===== config.mk =====
export PLATFORM = sky130hd
export DESIGN_NAME = mem_stage
export DESIGN_NICKNAME = d
export VERILOG_FILES = /design/src/source/mem_stage_pkg.sv /design/src/source/mem_stage.sv /design/src/source/mem_result.sv /design/src/source/mem_access_seq.sv /design/src/source/mem_op_decode.sv /design/src/source/amo_alu.sv
export SDC_FILE = /design/constraint.sdc
export NUM_CORES = 1
export LEC_CHECK = 0
export BUFFER_PORTS_ARGS = -buffer_cell sky130_fd_sc_hd__buf_2
export CAP_MARGIN = 20
export CELL_PAD_IN_SITES_DETAIL_PLACEMENT = 0
export CELL_PAD_IN_SITES_GLOBAL_PLACEMENT = 1
export CORE_MARGIN = 2
export CORE_UTILIZATION = 35
export DETAILED_ROUTE_END_ITERATION = 8
export GPL_TIMING_DRIVEN = 0
export PLACE_DENSITY = 0.82
export SLEW_MARGIN = 0
export SYNTH_ARGS = -nofsm -noshare
export SYNTH_HDL_FRONTEND = slang
export SYNTH_SLANG_ARGS = --single-unit

===== constraint.sdc =====
create_clock -name clk -period 6.5 [get_ports clk]
set_clock_uncertainty 0.2 [all_clocks]
set_input_delay 0.65 -clock clk [delete_from_list [all_inputs] [get_ports clk]]
set_output_delay 0.65 -clock clk [all_outputs]
set_load 0.005 [all_outputs]

===== src/source/mem_stage_pkg.sv =====
// Memory stage package with instruction views, access classes, bus records and trap causes.
package mem_stage_pkg;

    // Load and store view of an instruction word.
    typedef struct packed {
        logic [11:0] upper;
        logic [4:0]  rs1;
        logic [2:0]  funct3;
        logic [4:0]  rd;
        logic [6:0]  opcode;
    } rv_ls_fields_t;

    // Atomic view of an instruction word.
    typedef struct packed {
        logic [4:0] funct5;
        logic       aq;
        logic       rl;
        logic [4:0] rs2;
        logic [4:0] rs1;
        logic [2:0] funct3;
        logic [4:0] rd;
        logic [6:0] opcode;
    } rv_amo_fields_t;

    // One instruction word, read through either view.
    typedef union packed {
        rv_ls_fields_t  ls;
        rv_amo_fields_t amo;
    } rv_insn_u;

    typedef enum logic [2:0] {
        op_none,
        op_load,
        op_store,
        op_amo_rmw,
        op_amo_swap
    } mem_op_e;

    // Encoded as funct3[1:0] of loads and stores.
    typedef enum logic [1:0] {
        size_byte,
        size_half,
        size_word,
        size_bad
    } acc_size_e;

    // Request from execute.
    typedef struct packed {
        logic        valid;
        rv_insn_u    insn;
        logic        use_rd;
        logic [31:0] rs1_val;
        logic [31:0] rs2_val;
        logic        trap;
        logic [3:0]  cause;
    } mem_req_t;

    // Decoded access. Valid marks an entry, memory op or not.
    typedef struct packed {
        logic        valid;
        mem_op_e     op;
        acc_size_e   size;
        logic        sign;
        logic [2:0]  amo_funct;
        logic [31:0] addr;
        logic [31:0] wdata;
        logic        use_rd;
        logic [31:0] rs1_val;
        logic        trap;
        logic [3:0]  cause;
    } mem_acc_t;

    typedef struct packed {
        logic        re;
        logic [3:0]  we;
        logic [29:0] addr;
        logic [31:0] wdata;
    } dbus_req_t;

    typedef struct packed {
        logic        ready;
        logic [31:0] rdata;
    } dbus_resp_t;

    typedef struct packed {
        logic        valid;
        logic        use_rd;
        logic [31:0] rd_val;
        logic        trap;
        logic [3:0]  cause;
    } mem_result_t;

    // Major opcodes, insn[6:2].
    localparam logic [4:0] op_load_c  = 5'b00000;
    localparam logic [4:0] op_store_c = 5'b01000;
    localparam logic [4:0] op_amo_c   = 5'b01011;

    localparam logic [3:0] cause_illegal_c   = 4'd2;
    localparam logic [3:0] cause_lmisalign_c = 4'd4;
    localparam logic [3:0] cause_smisalign_c = 4'd6;

endpackage

===== src/source/mem_stage.sv =====
// Memory stage top level joining decode, bus sequencer and result register.
`timescale 1ns/100ps

module mem_stage #(
    parameter bit has_amo = 1'b1
) (
    input  logic                       clk,
    input  logic                       rst,
    input  mem_stage_pkg::mem_req_t    req,
    input  mem_stage_pkg::dbus_resp_t  dbus_resp,
    output mem_stage_pkg::dbus_req_t   dbus_req,
    output mem_stage_pkg::mem_result_t result,
    output logic                       stall
);
    import mem_stage_pkg::*;

    mem_acc_t    acc;
    logic        done;
    logic [31:0] load_data;

    mem_op_decode #(
        .has_amo (has_amo)
    ) u_decode (
        .clk   (clk),
        .rst   (rst),
        .req   (req),
        .stall (stall),
        .acc   (acc)
    );

    mem_access_seq #(
        .has_amo (has_amo)
    ) u_seq (
        .clk       (clk),
        .rst       (rst),
        .acc       (acc),
        .dbus_resp (dbus_resp),
        .dbus_req  (dbus_req),
        .stall     (stall),
        .done      (done),
        .load_data (load_data)
    );

    mem_result u_result (
        .clk       (clk),
        .rst       (rst),
        .acc       (acc),
        .done      (done),
        .load_data (load_data),
        .result    (result)
    );

endmodule


===== src/source/mem_result.sv =====
// Memory stage result register that picks the rd value and trap towards writeback.
`timescale 1ns/100ps

module mem_result (
    input  logic                       clk,
    input  logic                       rst,
    input  mem_stage_pkg::mem_acc_t    acc,
    input  logic                       done,
    input  logic [31:0]                load_data,
    output mem_stage_pkg::mem_result_t result
);
    import mem_stage_pkg::*;

    logic finish;

    // An entry ends with done, or at once when it does not touch memory.
    assign finish = acc.valid && (acc.op == op_none || done);

    always_ff @(posedge clk) begin
        if (rst) begin
            result.valid <= 1'b0;
            result.trap  <= 1'b0;
        end else begin
            result.valid <= finish && !acc.trap;
            result.trap  <= finish && acc.trap;
            if (finish) begin
                result.use_rd <= acc.use_rd;
                result.cause  <= acc.cause;
                // Stores take load_data here, which writeback ignores.
                result.rd_val <= (acc.op == op_none) ? acc.rs1_val : load_data;
            end
        end
    end

endmodule


===== src/source/mem_access_seq.sv =====
// Data bus sequencer with byte lanes, load extraction and two-phase read-modify-write atomics.
`timescale 1ns/100ps

module mem_access_seq #(
    parameter bit has_amo = 1'b1
) (
    input  logic                      clk,
    input  logic                      rst,
    input  mem_stage_pkg::mem_acc_t   acc,
    input  mem_stage_pkg::dbus_resp_t dbus_resp,
    output mem_stage_pkg::dbus_req_t  dbus_req,
    output logic                      stall,
    output logic                      done,
    output logic [31:0]               load_data
);
    import mem_stage_pkg::*;

    typedef enum logic [1:0] {
        ph_idle,
        ph_read,
        ph_write
    } amo_phase_e;

    amo_phase_e  phase;
    logic [31:0] old_q;
    logic [31:0] amo_wdata;
    logic [31:0] store_word;
    logic [31:0] lane_data;
    logic [31:0] lane;
    logic [3:0]  byte_en;
    logic        is_rmw;
    logic        rd_cycle;
    logic        wr_cycle;

    assign is_rmw = acc.op == op_amo_rmw;

    // Swap is a single write. The bus returns the prior word with ready.
    assign rd_cycle = acc.op == op_load || (is_rmw && phase != ph_write);
    assign wr_cycle = acc.op == op_store || acc.op == op_amo_swap ||
                      (is_rmw && phase == ph_write);

    generate
        if (has_amo) begin : g_amo
            amo_alu u_amo_alu (
                .rmw_funct (acc.amo_funct),
                .old_val   (old_q),
                .operand   (acc.wdata),
                .new_val   (amo_wdata)
            );
        end else begin : g_no_amo
            assign amo_wdata = acc.wdata;
        end
    endgenerate

    assign store_word = is_rmw ? amo_wdata : acc.wdata;

    // Lane enables and replicated store data.
    always_comb begin
        case (acc.size)
            size_byte: begin
                byte_en   = 4'b0001 << acc.addr[1:0];
                lane_data = {4{store_word[7:0]}};
            end
            size_half: begin
                byte_en   = 4'b0011 << {acc.addr[1], 1'b0};
                lane_data = {2{store_word[15:0]}};
            end
            default: begin
                byte_en   = 4'b1111;
                lane_data = store_word;
            end
        endcase
    end

    always_comb begin
        dbus_req.re    = rd_cycle;
        dbus_req.we    = wr_cycle ? byte_en : 4'b0000;
        dbus_req.addr  = acc.addr[31:2];
        dbus_req.wdata = lane_data;
    end

    assign done = dbus_resp.ready &&
                  (acc.op == op_load || acc.op == op_store || acc.op == op_amo_swap ||
                   (is_rmw && phase == ph_write));

    assign stall = acc.op != op_none && !done;

    // Atomic phase. The read may wait on ready in ph_read.
    always_ff @(posedge clk) begin
        if (rst) begin
            phase <= ph_idle;
        end else begin
            case (phase)
                ph_idle, ph_read: begin
                    if (is_rmw) begin
                        phase <= dbus_resp.ready ? ph_write : ph_read;
                    end
                end
                ph_write: begin
                    if (dbus_resp.ready) begin
                        phase <= ph_idle;
                    end
                end
                default: phase <= ph_idle;
            endcase
        end
    end

    // Old memory word of the atomic.
    always_ff @(posedge clk) begin
        if (is_rmw && rd_cycle && dbus_resp.ready) begin
            old_q <= dbus_resp.rdata;
        end
    end

    assign lane = dbus_resp.rdata >> {acc.addr[1:0], 3'b000};

    always_comb begin
        case (acc.op)
            op_amo_rmw:  load_data = old_q;
            op_amo_swap: load_data = dbus_resp.rdata;
            default: begin
                case (acc.size)
                    size_byte: load_data = {{24{acc.sign & lane[7]}}, lane[7:0]};
                    size_half: load_data = {{16{acc.sign & lane[15]}}, lane[15:0]};
                    default:   load_data = dbus_resp.rdata;
                endcase
            end
        endcase
    end

    a_no_re_with_we: assert property (@(posedge clk) disable iff (rst)
        !(dbus_req.re && dbus_req.we != 4'b0000));

    a_load_no_we: assert property (@(posedge clk) disable iff (rst)
        acc.op == op_load |-> dbus_req.we == 4'b0000);

endmodule


===== src/source/mem_op_decode.sv =====
// Memory stage decode with the execute barrier register, op classification and alignment trap.
`timescale 1ns/100ps

module mem_op_decode #(
    parameter bit has_amo = 1'b1
) (
    input  logic                    clk,
    input  logic                    rst,
    input  mem_stage_pkg::mem_req_t req,
    input  logic                    stall,
    output mem_stage_pkg::mem_acc_t acc
);
    import mem_stage_pkg::*;

    mem_req_t  r_req;
    rv_insn_u  insn;
    mem_op_e   op_class;
    acc_size_e size;
    logic      amo_bad;
    logic      illegal;
    logic      misalign;

    // Barrier register. Held while the sequencer is busy.
    always_ff @(posedge clk) begin
        if (rst) begin
            r_req.valid <= 1'b0;
            r_req.trap  <= 1'b0;
        end else if (!stall) begin
            r_req <= req;
        end
    end

    assign insn = r_req.insn;

    always_comb begin
        case (insn.ls.opcode[6:2])
            op_load_c:  op_class = op_load;
            op_store_c: op_class = op_store;
            op_amo_c:   op_class = (insn.amo.funct5[1:0] == 2'b01) ? op_amo_swap : op_amo_rmw;
            default:    op_class = op_none;
        endcase
        if (!r_req.valid) begin
            op_class = op_none;
        end
    end

    // Atomics are word only.
    assign size = (op_class == op_amo_rmw || op_class == op_amo_swap) ?
                  size_word : acc_size_e'(insn.ls.funct3[1:0]);

    // LR and SC are not supported and decode as illegal.
    assign amo_bad = !has_amo || insn.amo.funct5[1] || insn.amo.funct3 != 3'b010;

    assign illegal = ((op_class == op_load || op_class == op_store) && size == size_bad) ||
                     ((op_class == op_amo_rmw || op_class == op_amo_swap) && amo_bad);

    always_comb begin
        case (size)
            size_half: misalign = r_req.rs1_val[0];
            size_word: misalign = r_req.rs1_val[1:0] != 2'b00;
            default:   misalign = 1'b0;
        endcase
    end

    always_comb begin
        acc.valid     = r_req.valid || r_req.trap;
        acc.size      = size;
        acc.sign      = !insn.ls.funct3[2];
        acc.amo_funct = insn.amo.funct5[4:2];
        acc.addr      = r_req.rs1_val;
        acc.wdata     = r_req.rs2_val;
        acc.use_rd    = r_req.use_rd;
        acc.rs1_val   = r_req.rs1_val;
        acc.trap      = 1'b0;
        acc.cause     = r_req.cause;
        if (r_req.trap) begin
            acc.trap  = 1'b1;
        end else if (illegal) begin
            acc.trap  = 1'b1;
            acc.cause = cause_illegal_c;
        end else if (op_class != op_none && misalign) begin
            acc.trap  = 1'b1;
            acc.cause = (op_class == op_load) ? cause_lmisalign_c : cause_smisalign_c;
        end
        // Trapped ops never reach the bus.
        acc.op = acc.trap ? op_none : op_class;
    end

    // A pending request from upstream is held until a stall-free edge takes it.
    a_req_held_under_stall: assert property (@(posedge clk) disable iff (rst)
        stall && req.valid |=> $stable(req));

endmodule


===== src/source/amo_alu.sv =====
// Atomic write data calculator for add, bitwise and min/max read-modify-write ops.
`timescale 1ns/100ps

module amo_alu (
    input  logic [2:0]  rmw_funct,
    input  logic [31:0] old_val,
    input  logic [31:0] operand,
    output logic [31:0] new_val
);
    logic [31:0] sign_flip;
    logic [31:0] lhs;
    logic [31:0] rhs;
    logic [32:0] diff;
    logic        old_ge;

    // Signed compare when funct bit 1 is low.
    assign sign_flip = {~rmw_funct[1], 31'b0};
    assign lhs       = old_val ^ sign_flip;
    assign rhs       = operand ^ sign_flip;

    // Carry out is set when old >= operand.
    assign diff   = {1'b0, lhs} + {1'b0, ~rhs} + 33'd1;
    assign old_ge = diff[32];

    always_comb begin
        case (rmw_funct)
            3'b000: new_val = old_val + operand;
            3'b001: new_val = old_val ^ operand;
            3'b010: new_val = old_val | operand;
            3'b011: new_val = old_val & operand;
            3'b100: new_val = old_ge ? operand : old_val;
            3'b101: new_val = old_ge ? old_val : operand;
            3'b110: new_val = old_ge ? operand : old_val;
            default: new_val = old_ge ? old_val : operand;
        endcase
    end

endmodule


[After elaboration in Yosys (flattened, before gate mapping)]
Index checks and enable logic that the tools add are counted.
Storage, ports and cells
  flip-flop bits (word level): 176
  output and inout port bits: 107
  logic and storage cells: 121
  input bits: 138
Operators by class
  add/sub/neg operators: 3
  bitwise logic cells: 11
  equality and inequality tests: 25
  reductions and logical operators: 40
  muxes and demuxes: 25
  shift-type cells: 3
Operators by type and width (number)
  $pmux 32 s2: 3
  $pmux 32 s5: 1
  $mux 32: 4
  $xor 32x32->32: 3
  $add 32x32->33: 1
  $add 33x1->33 const B: 1
  $add 32x32->32: 1
  $and 32x32->32: 1
  $not 32->32: 1
  $or 32x32->32: 1
  $shr 32x5->16: 1
  $eq 3x2->1 const B: 6
  $eq 3x3->1 const B: 4
  $logic_and 1x1->1: 12
  $logic_or 1x1->1: 12
  $eq 5x4->1 const B: 2
  $mux 2: 5
  $mux 5: 2
  $eq 3x1->1 const B: 3
  $mux 3: 3
  $pmux 3 s3: 1
  $mux 4: 2
  $pmux 4 s2: 1
  $eq 2x1->1 const B: 3
  other kinds (19): 33

[Depth between registers and ports, before layout]
  depth after elaboration: 23
  depth in mapped cells: 18
  gate-level depth less buffers: 15

[Hierarchy]
From an unflattened synthesis, not the netlist that was laid out.
Second synthesis, totals
  cells, all modules: 1443
  area, all modules: 13819.5 µm²
Modules (own cells, without submodules)
  amo_alu: seq. area each 0.0 µm², times used 1, area each 5302.6 µm², cells each 776
  mem_op_decode: seq. area each 2502.4 µm², times used 1, area each 3585.9 µm², cells each 236
  mem_access_seq: seq. area each 1001.0 µm², times used 1, area each 3329.4 µm², cells each 349
  mem_result: seq. area each 1151.1 µm², times used 1, area each 1601.5 µm², cells each 82

[Worst setup path before layout]
No wires, ideal clock.
  kind: register -> register
  from: reg u_decode.r_req (netlist bit u_decode.insn[5])
  to: reg u_decode.r_req (netlist bit u_decode.acc[10]) (enable)
  setup time: 0.524 ns
  path slack: -0.622 ns
  data required time: 5.776 ns
  stages on the path, launching flop included: 16
  buffers on the path: 3
  period minus slack after synthesis: 7.122 ns
  arrival: 6.398 ns
  cell sequence: edfxtp_1 nand3_1 nor2_1 nor2_1 clkbuf_1 clkbuf_1 ha_1 clkbuf_1 nand3_1 a22oi_1 nor2_1 nor2_1 nor2_1 nand3_1 nor2_1 nor2_1
Between the ends
  word-level cells in the longest chain between the ends: 22
  elaborated cells between the ends (all ways): 39
  classes of those cells: eq/ne: 13; mux: 8; bitwise: 1; reduce/logical: 17
RTL lines
  start, declared: line mem_op_decode.sv:15  | mem_req_t r_req;
  start signal, assigned: line mem_op_decode.sv:29  | r_req <= req;
  $eq 5x4->1 / $logic_not 5->1 (equally long branches): line mem_op_decode.sv:36  | case (insn.ls.opcode[6:2])
  $pmux 3 s3 *: line mem_op_decode.sv:36
  $mux 3 *: line mem_op_decode.sv:42  | if (!r_req.valid) begin
  $eq 3x2->1 / $eq 3x3->1 (equally long branches): line mem_op_decode.sv:48, mem_op_decode.sv:55
  $logic_or 1x1->1: line mem_op_decode.sv:48, mem_op_decode.sv:55
  $mux 2: line mem_op_decode.sv:48  | assign size = (op_class == op_amo_rmw || op_class == op_amo_swap) ?
  $eq 2x2->1 / $eq 2x1->1 (equally long branches): line mem_op_decode.sv:58  | case (size)
  $pmux 1 s2: line mem_op_decode.sv:58
  [... 5 more ...]
  $eq 3x1->1 / $eq 3x2->1 (equally long branches): line mem_access_seq.sv:83  | (acc.op == op_load || acc.op == op_store || acc.op == op_amo_swap ||
  $logic_or 1x1->1 (3 in a row): line mem_access_seq.sv:83
  $logic_and 1x1->1: line mem_access_seq.sv:82  | assign done = dbus_resp.ready &&
  $logic_not 1->1: line mem_access_seq.sv:86  | assign stall = acc.op != op_none && !done;
  $logic_and 1x1->1 *: line mem_access_seq.sv:86
  via stall: line mem_stage.sv:13  | output logic stall
  $not 1->1 (no source line) *
  $reduce_and 2->1 (no source line) *
Mark *: on every way through the listed nets, which the timed path passes. The rest lies on a longest branch.
A chain may end at the register's enable or synchronous reset.

==> impl_metrics.yaml <==
yosys:
  syn-num-nets: 1576
  netlist.area_leader.share: 0.3724
  instance_count_of_the_mapped_netlist: 1338
  yosys-top-cells-area: "sky130_fd_sc_hd__edfxtp_1, sky130_fd_sc_hd__ha_1, sky130_fd_sc_hd__a21oi_1"
  synth.distinct_cells: 90
  synthArstFlopShare: 0
  synth-seq-area-share: 0.3822
  netlist.top_cell.by_area: "sky130_fd_sc_hd__edfxtp_1"
  synth_area_mm2: 0.01218
  ys_warn_count: 0
  synth_enable_flop_cells: 151
  yosys_most_used_dff: "sky130_fd_sc_hd__edfxtp_1"
  synth_seq_cells: 157
  post_synth.cell_area_avg_um2: 9.101
sta:
  rsz0062_at_grt: "false"
  report.final.setup_viol: 0
  normalized_max_slew_margin: 0.1857
  max_clock_freq_mhz: 160.3
  final-max-slew-violation-count: 0
  final.hold.worst_slack_ns: 0.1509
  setup_ws_ns: 0.2599
  final.min_clock_period_ns: 6.240
  final.setup.tns_ns: 0
  final_min_period_over_clock_period: 0.9600
  timing_hold_violations_final: 0
  worst_slew_pin_slew_ns: 1.217
worst_setup_path:
  arrival_ns: 5.39
  critical_path.max_fanout: 11
  timing_worst_setup_path_type: "reg -> out"
  start_kind: "flop"
  worst_setup_path_end_kind: "output pin"
  critical_path_required_ns: 5.65
routing:
  detailroute.via_count: 12270
  remaining_drc_errors: 0
  postRouteWirelength_um: 52230
  detailedRoute.firstIterationViolations: 1505
  detail_route.wl_per_cell_um: 25.40
  vias_per_cell: 5.970
  firstDrtPassIters: 6
  drt.antenna.violating_nets: 0
placement:
  detailedPlacementHpwl_um: 40700
  finalWeightedCongestion: 0.9989
  count_of_port_buffers_added_during_placement: 225
  place_worst_setup_slack_ns: -0.09936
  dpl.cell_count: 2023
  place_area_mm2: 0.01396
clock_tree:
  clock_tree.htree_level_count: 4
  holdBufCountCts: 0
  clock_pin_slew_of_the_registers_on_the_worst_case_setup_and_hold_paths_ns: 0.10
  cts.sink_count: 157
  clk_path_buf_depth: 2
  numCtsBuffers: 17
  cts_root_buf: "sky130_fd_sc_hd__clkbuf_16"
  cts_tree: "done"
  clock_latency_ns: 0.47
die:
  design.die.area_mm2: 0.03630
  floorplan.die.width_um: 190.5
  io_pins: 245
  core.rowCount: 68
  die_y_um: 190.5
  core_mm2: 0.03437
  starting_density: 0.3543
layout:
  regArea_mm2: 0.004654
  finalNetCount: 1824
  final.fill_count: 3502
  layout_commonest_cell: "sky130_fd_sc_hd__buf_2"
  layout_overhead_on_the_synthesized_area_pct: 19.56
  multi_input_area_mm2: 0.006578
  final_util: 0.4236
  final_cell_mix: "sky130_fd_sc_hd__buf_2, sky130_fd_sc_hd__edfxtp_1, sky130_fd_sc_hd__nand2_1, sky130_fd_sc_hd__a21oi_1, sky130_fd_sc_hd__nor2_1"
  stdcell_count: 2056
  post_route_cells_drive_above_1_share: 0.2334
  post-route-cell-area_mm2: 0.01456
min_path:
  min_path_type: "in -> reg"
status:
  status: "finished clean"
power_and_ir_drop:
  power.leakage_nw: 6.044
  power_density_mw_per_mm2: 189.4
  fin_total_pwr_mw: 2.757
  p_sw_frac: 0.3118
  clockPowerShare: 0.364
  p_sw_mw: 0.8598
  power.combinational.fraction: 0.202
  register_share_of_total_power: 0.434
  max-vdd-ir-drop_uv: 244.1
  internal_pwr_total_mw: 1.897
global_route:
  antenna_violations_before_repair: 6
  grt_pass1_vias: 11810
  grt_overflow: 0
  global_route_wire_length_before_repair_um: 76420
  gr-usage-all-layers: 0.2880
  largest_net_degree_at_the_start_of_global_routing: 33
job:
  drv_cap: 0
cells in the mapped netlist, types with 6 or more instances:
cell,n
sky130_fd_sc_hd__mux2i_1,23
sky130_fd_sc_hd__a31oi_1,36
sky130_fd_sc_hd__nor2_1,108
sky130_fd_sc_hd__edfxtp_1,151
sky130_fd_sc_hd__buf_2,26
sky130_fd_sc_hd__nor4_1,7
sky130_fd_sc_hd__nor2b_1,19
sky130_fd_sc_hd__buf_6,6
sky130_fd_sc_hd__ha_1,99
sky130_fd_sc_hd__a211o_1,6
sky130_fd_sc_hd__dfxtp_1,6
sky130_fd_sc_hd__o31ai_1,6
sky130_fd_sc_hd__clkbuf_1,48
sky130_fd_sc_hd__nand3_1,33
sky130_fd_sc_hd__o22ai_1,21
sky130_fd_sc_hd__xnor2_1,15
sky130_fd_sc_hd__nor3_1,27
sky130_fd_sc_hd__a21oi_1,122
sky130_fd_sc_hd__buf_1,7
sky130_fd_sc_hd__nand4_1,11
sky130_fd_sc_hd__a211oi_1,23
sky130_fd_sc_hd__a221oi_1,8
sky130_fd_sc_hd__a21o_1,17
sky130_fd_sc_hd__o21ai_0,77
sky130_fd_sc_hd__buf_4,33
sky130_fd_sc_hd__inv_1,89
sky130_fd_sc_hd__o221ai_1,20
sky130_fd_sc_hd__a222oi_1,15
sky130_fd_sc_hd__nand2_1,127
sky130_fd_sc_hd__o211ai_1,15
final timing paths:
kind	startpoint	to	slack, ns	cells after the start
max	u_decode.insn[5]	dbus_req[25]	0.26	17
min	req[21]	u_decode.acc[54]	0.15	1
max reg2reg	u_decode.insn[4]	u_result.result[32]	1.00	16
min reg2reg	u_decode.acc[37]	u_result.result[37]	0.22	0
area by class of cell:
class,count,share of cell area
Clock buffer,17,0.02922
Buffer,118,0.04460
Antenna cell,3,0.0005156
Tap cell,455,0.03910
Sequential cell,157,0.3197
Timing Repair Buffer,231,0.08267
Inverter,90,0.02320
Multi-Input combinational cell,971,0.4518
Clock inverter,14,0.009196
critical path, stage by stage, from the launching register on:
cell and delay [ns]:
sky130_fd_sc_hd__edfxtp_1 0.44, sky130_fd_sc_hd__nand3_1 0.30, sky130_fd_sc_hd__nor2_1 0.15, sky130_fd_sc_hd__nor2_2 0.23, sky130_fd_sc_hd__clkbuf_2 0.31, sky130_fd_sc_hd__clkbuf_2 0.38
sky130_fd_sc_hd__ha_1 0.46, sky130_fd_sc_hd__nand3_1 0.17, sky130_fd_sc_hd__a22oi_2 0.29, sky130_fd_sc_hd__nor2_1 0.15, sky130_fd_sc_hd__nand3_2 0.26, sky130_fd_sc_hd__buf_2 0.38
sky130_fd_sc_hd__buf_2 0.32, sky130_fd_sc_hd__buf_2 0.31, sky130_fd_sc_hd__a21oi_1 0.11, sky130_fd_sc_hd__o221ai_1 0.14, sky130_fd_sc_hd__nand4_1 0.30, sky130_fd_sc_hd__buf_2 0.22
power groups by stage:
stage | Sequential [mW] | Combinational, mW | Clock [mW]
global route | 1.20 | 0.598 | 1.06
finish | 1.20 | 0.558 | 1.00
CTS | 1.20 | 0.546 | 1.02
floorplan | 1.21 | 0.314 | 0
global placement | 1.22 | 0.533 | 0
detailed placement | 1.22 | 0.543 | 0
per-layer routing:
layer / routed length [um] / part of all wire / GRT usage / vias up
li1: - / - / - / 5484
met3: 5544 / 0.11 / 0.07398 / 99
met2: 23260 / 0.45 / 0.4460 / 709
met5: 40 / 0.00077 / 0 / -
met1: 21740 / 0.42 / 0.3866 / 5974
met4: 1638 / 0.031 / 0.1067 / 8
logic make-up (layout without fill, tap and decap cells):
logic type      Yosys count  in the layout  share of synthesized area
compound gates          454            454                     0.2557
simple gates            373            373                     0.1421
buf+inv                 210            470                    0.08128
flops                   157            157                     0.3822
fa+ha+maj               100            100                     0.1034
mux                      25             25                    0.02168
xor+xnor                 19             19                    0.01367
other cells               0              3                          0
sequential cells by signal, summed over array words and instances (netlist names):
signal / count
u_decode.r_req: 6
u_seq.phase: 2
u_result.result: 39
u_decode.acc: 65
u_decode.insn: 13
u_seq.old_q: 32
timing repair:
| action | CTS | global route |
|---|---|---|
| gates resized for setup | 6 | 4 |
| pin swaps | 0 | 1 |
| setup buffers | 0 | 1 |
| setup endpoints to repair | 26 | 15 |
Note: power is estimated with default switching activity, not from simulation.
